## src/hw/scc_pkg.sv

```systemverilog
package scc_pkg;

    // CPU side of the chip window
    typedef logic [7:0] bus_addr_t;
    typedef logic [7:0] bus_data_t;

    // One signed byte of a waveform table
    typedef logic signed [7:0] wave_sample_t;

    // Tone period and channel volume as held in the register block
    typedef logic [11:0] period_t;
    typedef logic [3:0] volume_t;

    // Sample times volume, the widest product is -128 * 15
    typedef logic signed [11:0] chan_out_t;

    // Five channel products added together
    typedef logic signed [14:0] chip_sound_t;

    // Both chips added together at the device output
    typedef logic signed [15:0] mix_sound_t;

    // Device type as seen on the configuration port and the select lines
    typedef logic [3:0] dev_type_t;

    localparam dev_type_t DEV_SCC = 4'h5;

    localparam int NUM_CHANNELS = 5;
    localparam int WAVE_LEN = 32;
    localparam int WAVE_BYTES = NUM_CHANNELS * WAVE_LEN;

    // Register block start in the two address maps
    localparam bus_addr_t REG_BASE_NORMAL = 8'h80;
    localparam bus_addr_t REG_BASE_PLUS = 8'hA0;

    // Offsets inside the register block, periods occupy 0 to 9
    localparam logic [3:0] REG_OFS_VOLUME = 4'd10;
    localparam logic [3:0] REG_OFS_ENABLE = 4'd15;

    // Periods below this value stop the waveform pointer
    localparam period_t PERIOD_MIN = 12'd9;

    // Value seen on the data bus when nothing is being read
    localparam bus_data_t BUS_IDLE = 8'hFF;

endpackage

```

## src/hw/scc_channel.sv

```systemverilog
`timescale 1ns/1ps

module scc_channel
    import scc_pkg::*;
(
    input  logic    cpu_bus,
    input  logic    rst_n,
    input  logic    ce,
    input  period_t period,
    output logic [4:0] ptr
);

    // Down-counter that runs at the tone clock enable rate
    period_t cnt;

    // A period below the minimum stops the oscillator
    logic stopped;

    assign stopped = (period < PERIOD_MIN);

    always_ff @(posedge cpu_bus) begin
        if (!rst_n) begin
            cnt <= '0;
            ptr <= '0;
        end else if (ce) begin
            if (stopped) begin
                // Keep the counter loaded so the tone restarts with a full period
                cnt <= period;
            end else if (cnt == '0) begin
                // Expiry reloads the period and steps to the next sample
                cnt <= period;
                // The five bit pointer wraps at the end of the 32 byte table
                ptr <= ptr + 5'd1;
            end else begin
                cnt <= cnt - 12'd1;
            end
        end
    end

endmodule

```

## src/hw/scc_wave.sv

```systemverilog
`timescale 1ns/1ps

module scc_wave
    import scc_pkg::*;
(
    input  logic        cpu_bus,
    input  logic        rst_n,
    input  logic        ce,
    input  logic        sel,
    input  logic        wr,
    input  logic        plus_chip,
    input  logic        plus_mode,
    input  bus_addr_t   addr,
    input  bus_data_t   wdata,
    output bus_data_t   rdata,
    output chip_sound_t wave
);

    // The enhanced map needs both the chip flag and the mode bit
    logic      plus_active;
    bus_addr_t reg_base;

    // Address classification for the active map
    logic       in_wave;
    logic       in_reg;
    logic [3:0] reg_ofs;
    logic [2:0] per_idx;
    logic [2:0] vol_idx;

    // Waveform RAM, channel n owns bytes 32n to 32n+31
    wave_sample_t ram [WAVE_BYTES];

    // Register block contents
    period_t                 period [NUM_CHANNELS];
    volume_t                 volume [NUM_CHANNELS];
    logic [NUM_CHANNELS-1:0] enable_mask;

    // Oscillator outputs and the mixer path
    logic [4:0]   ptr [NUM_CHANNELS];
    wave_sample_t sample [NUM_CHANNELS];
    chan_out_t    prod [NUM_CHANNELS];
    chip_sound_t  mix_sum;

    // Delayed tone enable so the mixer sees the pointers after they step
    logic ce_d;

    assign plus_active = plus_chip & plus_mode;
    assign reg_base = plus_active ? REG_BASE_PLUS : REG_BASE_NORMAL;

    // Everything below the register block is waveform space in both maps
    assign in_wave = (addr < reg_base);
    // Both bases sit on a 16 byte boundary, so the upper nibble picks the block
    assign in_reg = (addr[7:4] == reg_base[7:4]);
    assign reg_ofs = addr[3:0];
    assign per_idx = reg_ofs[3:1];
    assign vol_idx = 3'(reg_ofs - REG_OFS_VOLUME);

    // In normal mode 0x60 to 0x7F lands in channel 4's bytes directly
    always_ff @(posedge cpu_bus) begin
        if (sel && wr && in_wave) begin
            ram[addr] <= wave_sample_t'(wdata);
        end
    end

    always_ff @(posedge cpu_bus) begin
        if (!rst_n) begin
            for (int ch = 0; ch < NUM_CHANNELS; ch++) begin
                period[ch] <= '0;
                volume[ch] <= '0;
            end
            enable_mask <= '0;
        end else if (sel && wr && in_reg) begin
            if (reg_ofs < REG_OFS_VOLUME) begin
                // Even offsets carry the low byte, odd ones the high nibble
                if (reg_ofs[0]) begin
                    period[per_idx][11:8] <= wdata[3:0];
                end else begin
                    period[per_idx][7:0] <= wdata;
                end
            end else if (reg_ofs < REG_OFS_ENABLE) begin
                volume[vol_idx] <= wdata[3:0];
            end else begin
                enable_mask <= wdata[NUM_CHANNELS-1:0];
            end
        end
    end

    // Reads only update on a selected read, so the byte holds in between
    always_ff @(posedge cpu_bus) begin
        if (!rst_n) begin
            rdata <= BUS_IDLE;
        end else if (sel && !wr) begin
            // Register offsets and unmapped space are not readable
            rdata <= in_wave ? bus_data_t'(ram[addr]) : BUS_IDLE;
        end
    end

    genvar g;
    generate
        for (g = 0; g < NUM_CHANNELS; g++) begin : gen_chan
            scc_channel u_chan (
                .cpu_bus (cpu_bus),
                .rst_n   (rst_n),
                .ce      (ce),
                .period  (period[g]),
                .ptr     (ptr[g])
            );
        end
    endgenerate

    always_comb begin
        mix_sum = '0;
        for (int ch = 0; ch < NUM_CHANNELS; ch++) begin
            // Channel 5 borrows channel 4's table unless the plus map is active
            if (ch == NUM_CHANNELS - 1 && !plus_active) begin
                sample[ch] = ram[{3'(ch - 1), ptr[ch]}];
            end else begin
                sample[ch] = ram[{3'(ch), ptr[ch]}];
            end
            // Both factors are widened first so the product keeps all its bits
            if (enable_mask[ch]) begin
                prod[ch] = chan_out_t'(sample[ch]) * chan_out_t'($signed({1'b0, volume[ch]}));
            end else begin
                prod[ch] = '0;
            end
            mix_sum = mix_sum + chip_sound_t'(prod[ch]);
        end
    end

    always_ff @(posedge cpu_bus) begin
        if (!rst_n) begin
            ce_d <= 1'b0;
            wave <= '0;
        end else begin
            ce_d <= ce;
            if (ce_d) begin
                wave <= mix_sum;
            end
        end
    end

endmodule

```

## config.mk

```make
export PLATFORM = sky130hd
export DESIGN_NAME = scc_wave
export DESIGN_NICKNAME = d
export VERILOG_FILES = /design/src/hw/scc_pkg.sv /design/src/hw/scc_channel.sv /design/src/hw/scc_wave.sv
export SDC_FILE = /design/constraint.sdc
export NUM_CORES = 2
export LEC_CHECK = 0
export BUFFER_PORTS_ARGS = -buffer_cell sky130_fd_sc_hd__buf_2
export CORE_ASPECT_RATIO = 2
export CORE_MARGIN = 2
export CORE_UTILIZATION = 58
export CTS_BUF_LIST = sky130_fd_sc_hd__clkbuf_16
export CTS_CLUSTER_SIZE = 16
export DETAILED_ROUTE_END_ITERATION = 10
export GPL_TIMING_DRIVEN = 0
export PLACE_DENSITY = 0.87
export SETUP_SLACK_MARGIN = 0.02
export SLEW_MARGIN = 20
export SYNTH_ARGS = -nofsm -noshare
export SYNTH_HDL_FRONTEND = slang
export SYNTH_HIERARCHICAL = 1
export SYNTH_SLANG_ARGS = --single-unit
```

## constraint.sdc

```tcl
create_clock -name cpu_bus -period 8.25 [get_ports cpu_bus]
set_clock_uncertainty 0.1 [all_clocks]
set_input_delay 1.65 -clock cpu_bus [delete_from_list [all_inputs] [get_ports cpu_bus]]
set_output_delay 1.65 -clock cpu_bus [all_outputs]
set_load 0.005 [all_outputs]
```

# ---- Word level (Yosys, flattened, before mapping)
# Memories as Yosys holds them, arrays and structs flattened. A register that Yosys moved wholly into a read port is not among the register bits.
# Index checks and enable logic that the tools add are counted.
dict set report op_classes {
  bitwise 8
  shift 0
  n_addsub 15
  n_mux 54
  n_div 0
  order_cmp 8
  multipliers 5
  eq_ne 1
  n_reduce_logical 18
}
# op count
set op_table {}
lappend op_table {{$mux W12} 16}
lappend op_table {{$mux W8} 14}
lappend op_table {{$logic_not A12 Y1} 5}
lappend op_table {{$lt A12 B4 Y1 const B} 5}
lappend op_table {{$mul A8 B5 Y12} 5}
lappend op_table {{$sub A12 B1 Y12 const B} 5}
lappend op_table {{$add A5 B1 Y5 const B} 5}
lappend op_table {{$mux W1} 19}
lappend op_table {{$reduce_and A3 Y1} 6}
lappend op_table {{$add A14 B12 Y15} 1}
lappend op_table {{$add A15 B12 Y15} 1}
lappend op_table {{$add A13 B12 Y14} 1}
lappend op_table {{$add A12 B12 Y13} 1}
lappend op_table {{$reduce_or A12 Y1} 1}
lappend op_table {{$lt A4 B4 Y1 const B} 2}
lappend op_table {{$lt A8 B8 Y1} 1}
lappend op_table {{$not A1 Y1} 7}
lappend op_table {{$mux W3} 2}
lappend op_table {{$mux W6} 1}
lappend op_table {{$eq A4 B4 Y1} 1}
lappend op_table {{$logic_and A1 B1 Y1} 4}
lappend op_table {{$mux W4} 1}
lappend op_table {{$reduce_or A4 Y1} 1}
lappend op_table {{$sub A3 B2 Y3 const B} 1}
lappend op_table {{3 further kinds} 3}
dict set report totals {
  latchBits 0
  memories 3
  inputBits 23
  mem_bits_rw 1360
  ff_bits 114
  elab_cells 126
  output_inout_bits 23
  rom_bits 0
}
# memory words width rd rd_ports_with_merged_regs write_ports line
set mem_list {}
lappend mem_list {ram 160 8 7 6 1 scc_wave.sv:31} ;# wave_sample_t ram [WAVE_BYTES];
lappend mem_list {period 5 12 5 0 5 scc_wave.sv:34} ;# period_t period [NUM_CHANNELS];
lappend mem_list {volume 5 4 5 0 5 scc_wave.sv:35} ;# volume_t volume [NUM_CHANNELS];

# ---- Depth between registers and ports, before layout
dict set report depth {
  ltp_word 9
  mapped_depth 33
  ltp_nobuf 30
}

# ---- Cells and area by module
# The synthesis kept the hierarchy.
# mod area_each_um2 seq_area_each_um2 instances cells_per_inst
set modules_own_cells {}
lappend modules_own_cells {scc_wave 73183.9 41419.7 1 4093}
lappend modules_own_cells {scc_channel 1034.7 340.3 5 124}

# ---- Least setup slack after synthesis
# No wires, ideal clock.
dict set report synth_path {
  path_type {input port to flip-flop}
  startpoint {input plus_chip}
  endpoint {register wave[14]}
  path_stages 27
  path_buffers 1
  setup_slack_ns -0.385
  setup_ns 0.136
  required_ns 8.014
  t_arrival_ns 8.399
  cell_sequence {nand2_1 clkbuf_1 mux4_2 and2_1 ha_1 inv_1 fa_1 fa_1 inv_1 ha_1 a21oi_1 o21ai_0 o41ai_1 xnor2_1 and2_1 fa_1 fa_1 inv_1 fa_1 inv_1 ha_1 and4_1 a21o_1 o41ai_1 o21ba_2 mux2i_1 a21oi_1}
}
dict set report synth_via {
  elab_chain_len 5
}
# item line
set synth_lines {}
lappend synth_lines {{start, declared} scc_wave.sv:11} ;# input logic plus_chip,
lappend synth_lines {{$and A1 B1 Y1} scc_wave.sv:47} ;# assign plus_active = plus_chip & plus_mode;
lappend synth_lines {{$mux W8} scc_wave.sv:115} ;# if (ch == NUM_CHANNELS - 1 && !plus_active) begin
lappend synth_lines {{$mul A8 B5 Y12} scc_wave.sv:122} ;# prod[ch] = chan_out_t'(sample[ch]) * chan_out_t'($signed({1'b0, volume[ch]}));
lappend synth_lines {{$mux W12} scc_wave.sv:121} ;# if (enable_mask[ch]) begin
lappend synth_lines {{$add A15 B12 Y15} scc_wave.sv:126} ;# mix_sum = mix_sum + chip_sound_t'(prod[ch]);
lappend synth_lines {{end signal, assigned} scc_wave.sv:137} ;# wave <= mix_sum;
lappend synth_lines {{end, declared} scc_wave.sv:16} ;# output chip_sound_t wave
# Every way passes these cells.
# A chain may end at the register's enable or synchronous reset.

==> impl_metrics.csv <==
group,metric,value,unit
global_route,grt_antenna_before_repair,60,
clocking,clk_pin_slew,0.07,ns
floorplan,dieArea,0.138,mm^2
worst_setup_path,r2r_setup_slack,-0.43,ns
min_path,holdPathEnd,"wave[11]$_SDFFE_PN0P_",
timing,rsz0062_at_grt,"yes",
placed_design,port-buffer-count,38,
yosys,ys_warn_count,6,
floorplan,coreArea,0.134,mm^2
timing,min_period,8.68,ns
placed_design,post_dp_cell_area,0.0814,mm^2
clocking,clockBufferDepth,4,
min_path,whs_path_depth,2,
yosys,yosysMostFrequentCell,"edfxtp_1",
routing,first_pass_iters,10,
timing,slew_viol_final,0,
routing,routed_wl,327000,um
placed_design,dp_hpwl,218000,um
clocking,htree_levels,4,
min_path,min_from,"wave[11]$_SDFFE_PN0P_",
yosys,synth_edf_count,1360,
finish,syn_to_final_growth,12.1,%
global_route,grt_overflow,0,
clocking,cts_sinks,1474,
floorplan,num_rows,190,
run_status,violations,"negative setup slack",
yosys,syn_area,0.0784,mm^2
clocking,root_buffer,"clkbuf_16",
timing,timing.final.crit_share,105,%
timing,max_freq,115,MHz
routing,drc,0,
power,sequentialPowerShare,38.4,%
finish,drive_gt1_share,30.4,%
worst_setup_path,timing.rr.start,"gen_chan[4].u_chan/ptr[1]$_SDFFE_PN0P_",
yosys,yosys_register_bits,1474,
floorplan,ios,46,
global_route,grt_pass1_wl,442000,um
clocking,ctsHoldBuffers,0,
power,power,22.3,mW
yosys,synth_area_leaders,"edfxtp_1 52%, mux4_2 24%, fa_1 3.0%",
power,clockPowerShare,28.9,%
power,switching_share,32.7,%
timing,hold_violations,0,
timing,worst_pin_slew,1.34,ns
worst_setup_path,crit_path_start_kind,"flop",
worst_setup_path,critPathArrivalTime,9.32,ns
yosys,netlist.top_cell.by_area,"edfxtp_1",
yosys,ys_seq_area_share,55.0,%
power,p_int,15.0,mW
yosys,synthFlopType,"edfxtp_1",
routing,vias_per_cell,8.14,
timing,setup_viol,5,
timing,relSlewSlack,10.3,%
power,vdd_drop_max,215,uV
finish,fin_area,0.0879,mm^2
placed_design,place_ws,-2.49,ns
worst_setup_path,cpMaxStageDelayCell,"mux4_2",
routing,ant_nets,0,
finish,finalNonFillerCells,6836,
global_route,grt_pass1_vias,55100,
power,power_frac_comb,32.7,%
yosys,synth_common_cells,"1360 x edfxtp_1, 843 x mux4_2, 256 x inv_1",
floorplan,start_util,58.4,%
floorplan,die_x,264,um
routing,first_iter_violations,9894,
placed_design,dpl.cell_count,6499,
finish,fin_util,65.5,%
worst_setup_path,crit_type,"reg2reg",
worst_setup_path,reg2regPathDepth,30,
worst_setup_path,crit_top_cell,"fa_1",
yosys,ys_types,68,
yosys,avgSynthCellArea,16.6,um^2
worst_setup_path,endpoint_kind,"flop",
clocking,numCtsBuffers,138,
timing,setup_ws,-0.429,ns
routing,num_vias,55600,
worst_setup_path,path_max_fanout,10,
min_path,hold_path.class,"reg2reg",
worst_setup_path,cpPeakStageDelay,0.63,ns
global_route,grtUsageTotal,48.3,%
power,p_per_area,254,mW/mm^2
floorplan,die_h,524,um
global_route,grt_max_degree,115,
yosys,syn_inst,4713,
power,p_leak,29.2,nW
finish,layout.nets,5248,
yosys,async_flop_share,0,%
power,p_switching,7.29,mW
worst_setup_path,required,8.89,ns
clocking,cts_tree,"built",
yosys,synth_nets,4990,
flow_run,cap_violations,0,
yosys,netlist.area_leader.share,52.1,%
clocking,clk_latency,0.89,ns
finish,final.fill_count,8828,
placed_design,gp_congestion,1.07,
worst_setup_path,r2r-end,"wave[14]$_SDFFE_PN0P_",
run_status,status,"finished with violations",
routing,wl_per_cell,47.9,um
-- worst max-delay path by stage --
| stage | start | end | slack [ns] | cells after the start |
|---|---|---|---|---|
| 2_1_floorplan | plus_chip | wave[14]$_SDFFE_PN0P_ | 0.03 | 27 |
| 3_3_place_gp | gen_chan[2].u_chan/ptr[1]$_SDFFE_PN0P_ | wave[13]$_SDFFE_PN0P_ | -2.37 | 33 |
| 3_5_place_dp | gen_chan[2].u_chan/ptr[1]$_SDFFE_PN0P_ | wave[13]$_SDFFE_PN0P_ | -2.49 | 29 |
| 4_1_cts | gen_chan[4].u_chan/ptr[0]$_SDFFE_PN0P_ | wave[14]$_SDFFE_PN0P_ | -0.21 | 31 |
| 5_1_grt | gen_chan[4].u_chan/ptr[1]$_SDFFE_PN0P_ | wave[13]$_SDFFE_PN0P_ | -0.64 | 31 |
| 6_report | gen_chan[4].u_chan/ptr[1]$_SDFFE_PN0P_ | wave[14]$_SDFFE_PN0P_ | -0.43 | 30 |
-- metal layers --
layer / track usage (%) / vias to the layer above / part of all wire, %
met1: 44.2 / 27000 / 24
met5: 0.381 / - / 0.096
met2: 73.6 / 6415 / 45
met3: 23.1 / 2679 / 15
met4: 54.8 / 40 / 16
li1: - / 19500 / -
-- stage by stage --
stage               setup TNS [ns]  hold WS, ns
CTS                         -0.529        0.394
global placement            -18.54        0.365
finish                       -1.62        0.380
detailed placement          -20.27        0.376
floorplan                        0        0.364
global route                 -2.83        0.420
-- state kept, by name (all words and copies together) (netlist names) --
name,flops
ce_d,1
enable_mask,5
gen_chan.u_chan/cnt,60
gen_chan.u_chan/ptr,25
period,60
ram,1280
rdata,8
volume,20
wave,15
-- cell usage in the layout (no fill, tap or decap), types with 38 or more instances in the layout --
master / netlist / layout
a21oi_1: 67 / 57
and2_1: 107 / 101
and3_1: 46 / 46
buf_2: 88 / 99
buf_4: 16 / 69
clkbuf_1: 146 / 77
clkbuf_16: 0 / 146
clkbuf_2: 0 / 43
dfxtp_1: 114 / 110
diode_2: 0 / 39
edfxtp_1: 1360 / 1360
fa_1: 118 / 117
ha_1: 136 / 121
inv_1: 256 / 272
mux2i_1: 165 / 133
mux4_2: 843 / 843
nand2_1: 182 / 181
nand2b_1: 50 / 50
nand3_1: 59 / 59
nor2_1: 245 / 206
nor2_2: 0 / 38
nor2b_1: 131 / 130
nor3_1: 50 / 45
o21ai_0: 88 / 75
o22ai_1: 39 / 39
xnor2_1: 47 / 45
-- critical path, delay by kind of cell (launching register included) --
| family | cells | cell delay (ns) |
|---|---|---|
| fa+ha+maj | 8 | 3.16 |
| mux | 4 | 1.91 |
| simple gates | 6 | 1.06 |
| buf+inv | 7 | 0.98 |
| compound gates | 5 | 0.91 |
| flops | 1 | 0.43 |
-- power groups by stage --
stage | combinational, mW | clock [mW] | sequential (mW)
floorplan | 4.28 | 0 | 8.62
global placement | 5.94 | 0 | 8.69
detailed placement | 6.11 | 0 | 8.69
CTS | 6.74 | 6.31 | 8.53
global route | 7.59 | 6.56 | 8.56
finish | 7.29 | 6.45 | 8.55
-- timing repair --
action                                  CTS  global route
hold endpoints to repair                  0             0
endpoints found under the setup margin   12             8
pin swaps                                39            20
resized for setup                       289            56
setup buffers                            43            11
gates cloned                              3             0
-- cell families after synthesis --
logic type / after synthesis / synth area share (%)
adder cells (fa/ha/maj): 254 / 5.19
buffers and inverters: 564 / 3.06
multiplexers: 1029 / 26.7
flip-flops: 1474 / 55.0
AO/OA/AOI/OAI: 357 / 2.95
XOR/XNOR: 65 / 0.727
AND/OR/NAND/NOR: 970 / 6.38
-- cell type report --
type / instances / area, um^2 / share of cell area (%)
inverters: 257 / 965 / 1.10
diodes: 39 / 97.6 / 0.111
repair buffers: 118 / 1410 / 1.60
flip-flops and latches: 1474 / 43100 / 49.1
well taps: 1728 / 2160 / 2.46
clock buffers: 143 / 3580 / 4.07
multi-input cells: 2675 / 33700 / 38.3
clock inverters: 95 / 683 / 0.778
plain buffers: 307 / 2180 / 2.48
No activity file was read; power rests on OpenSTA's default activity.
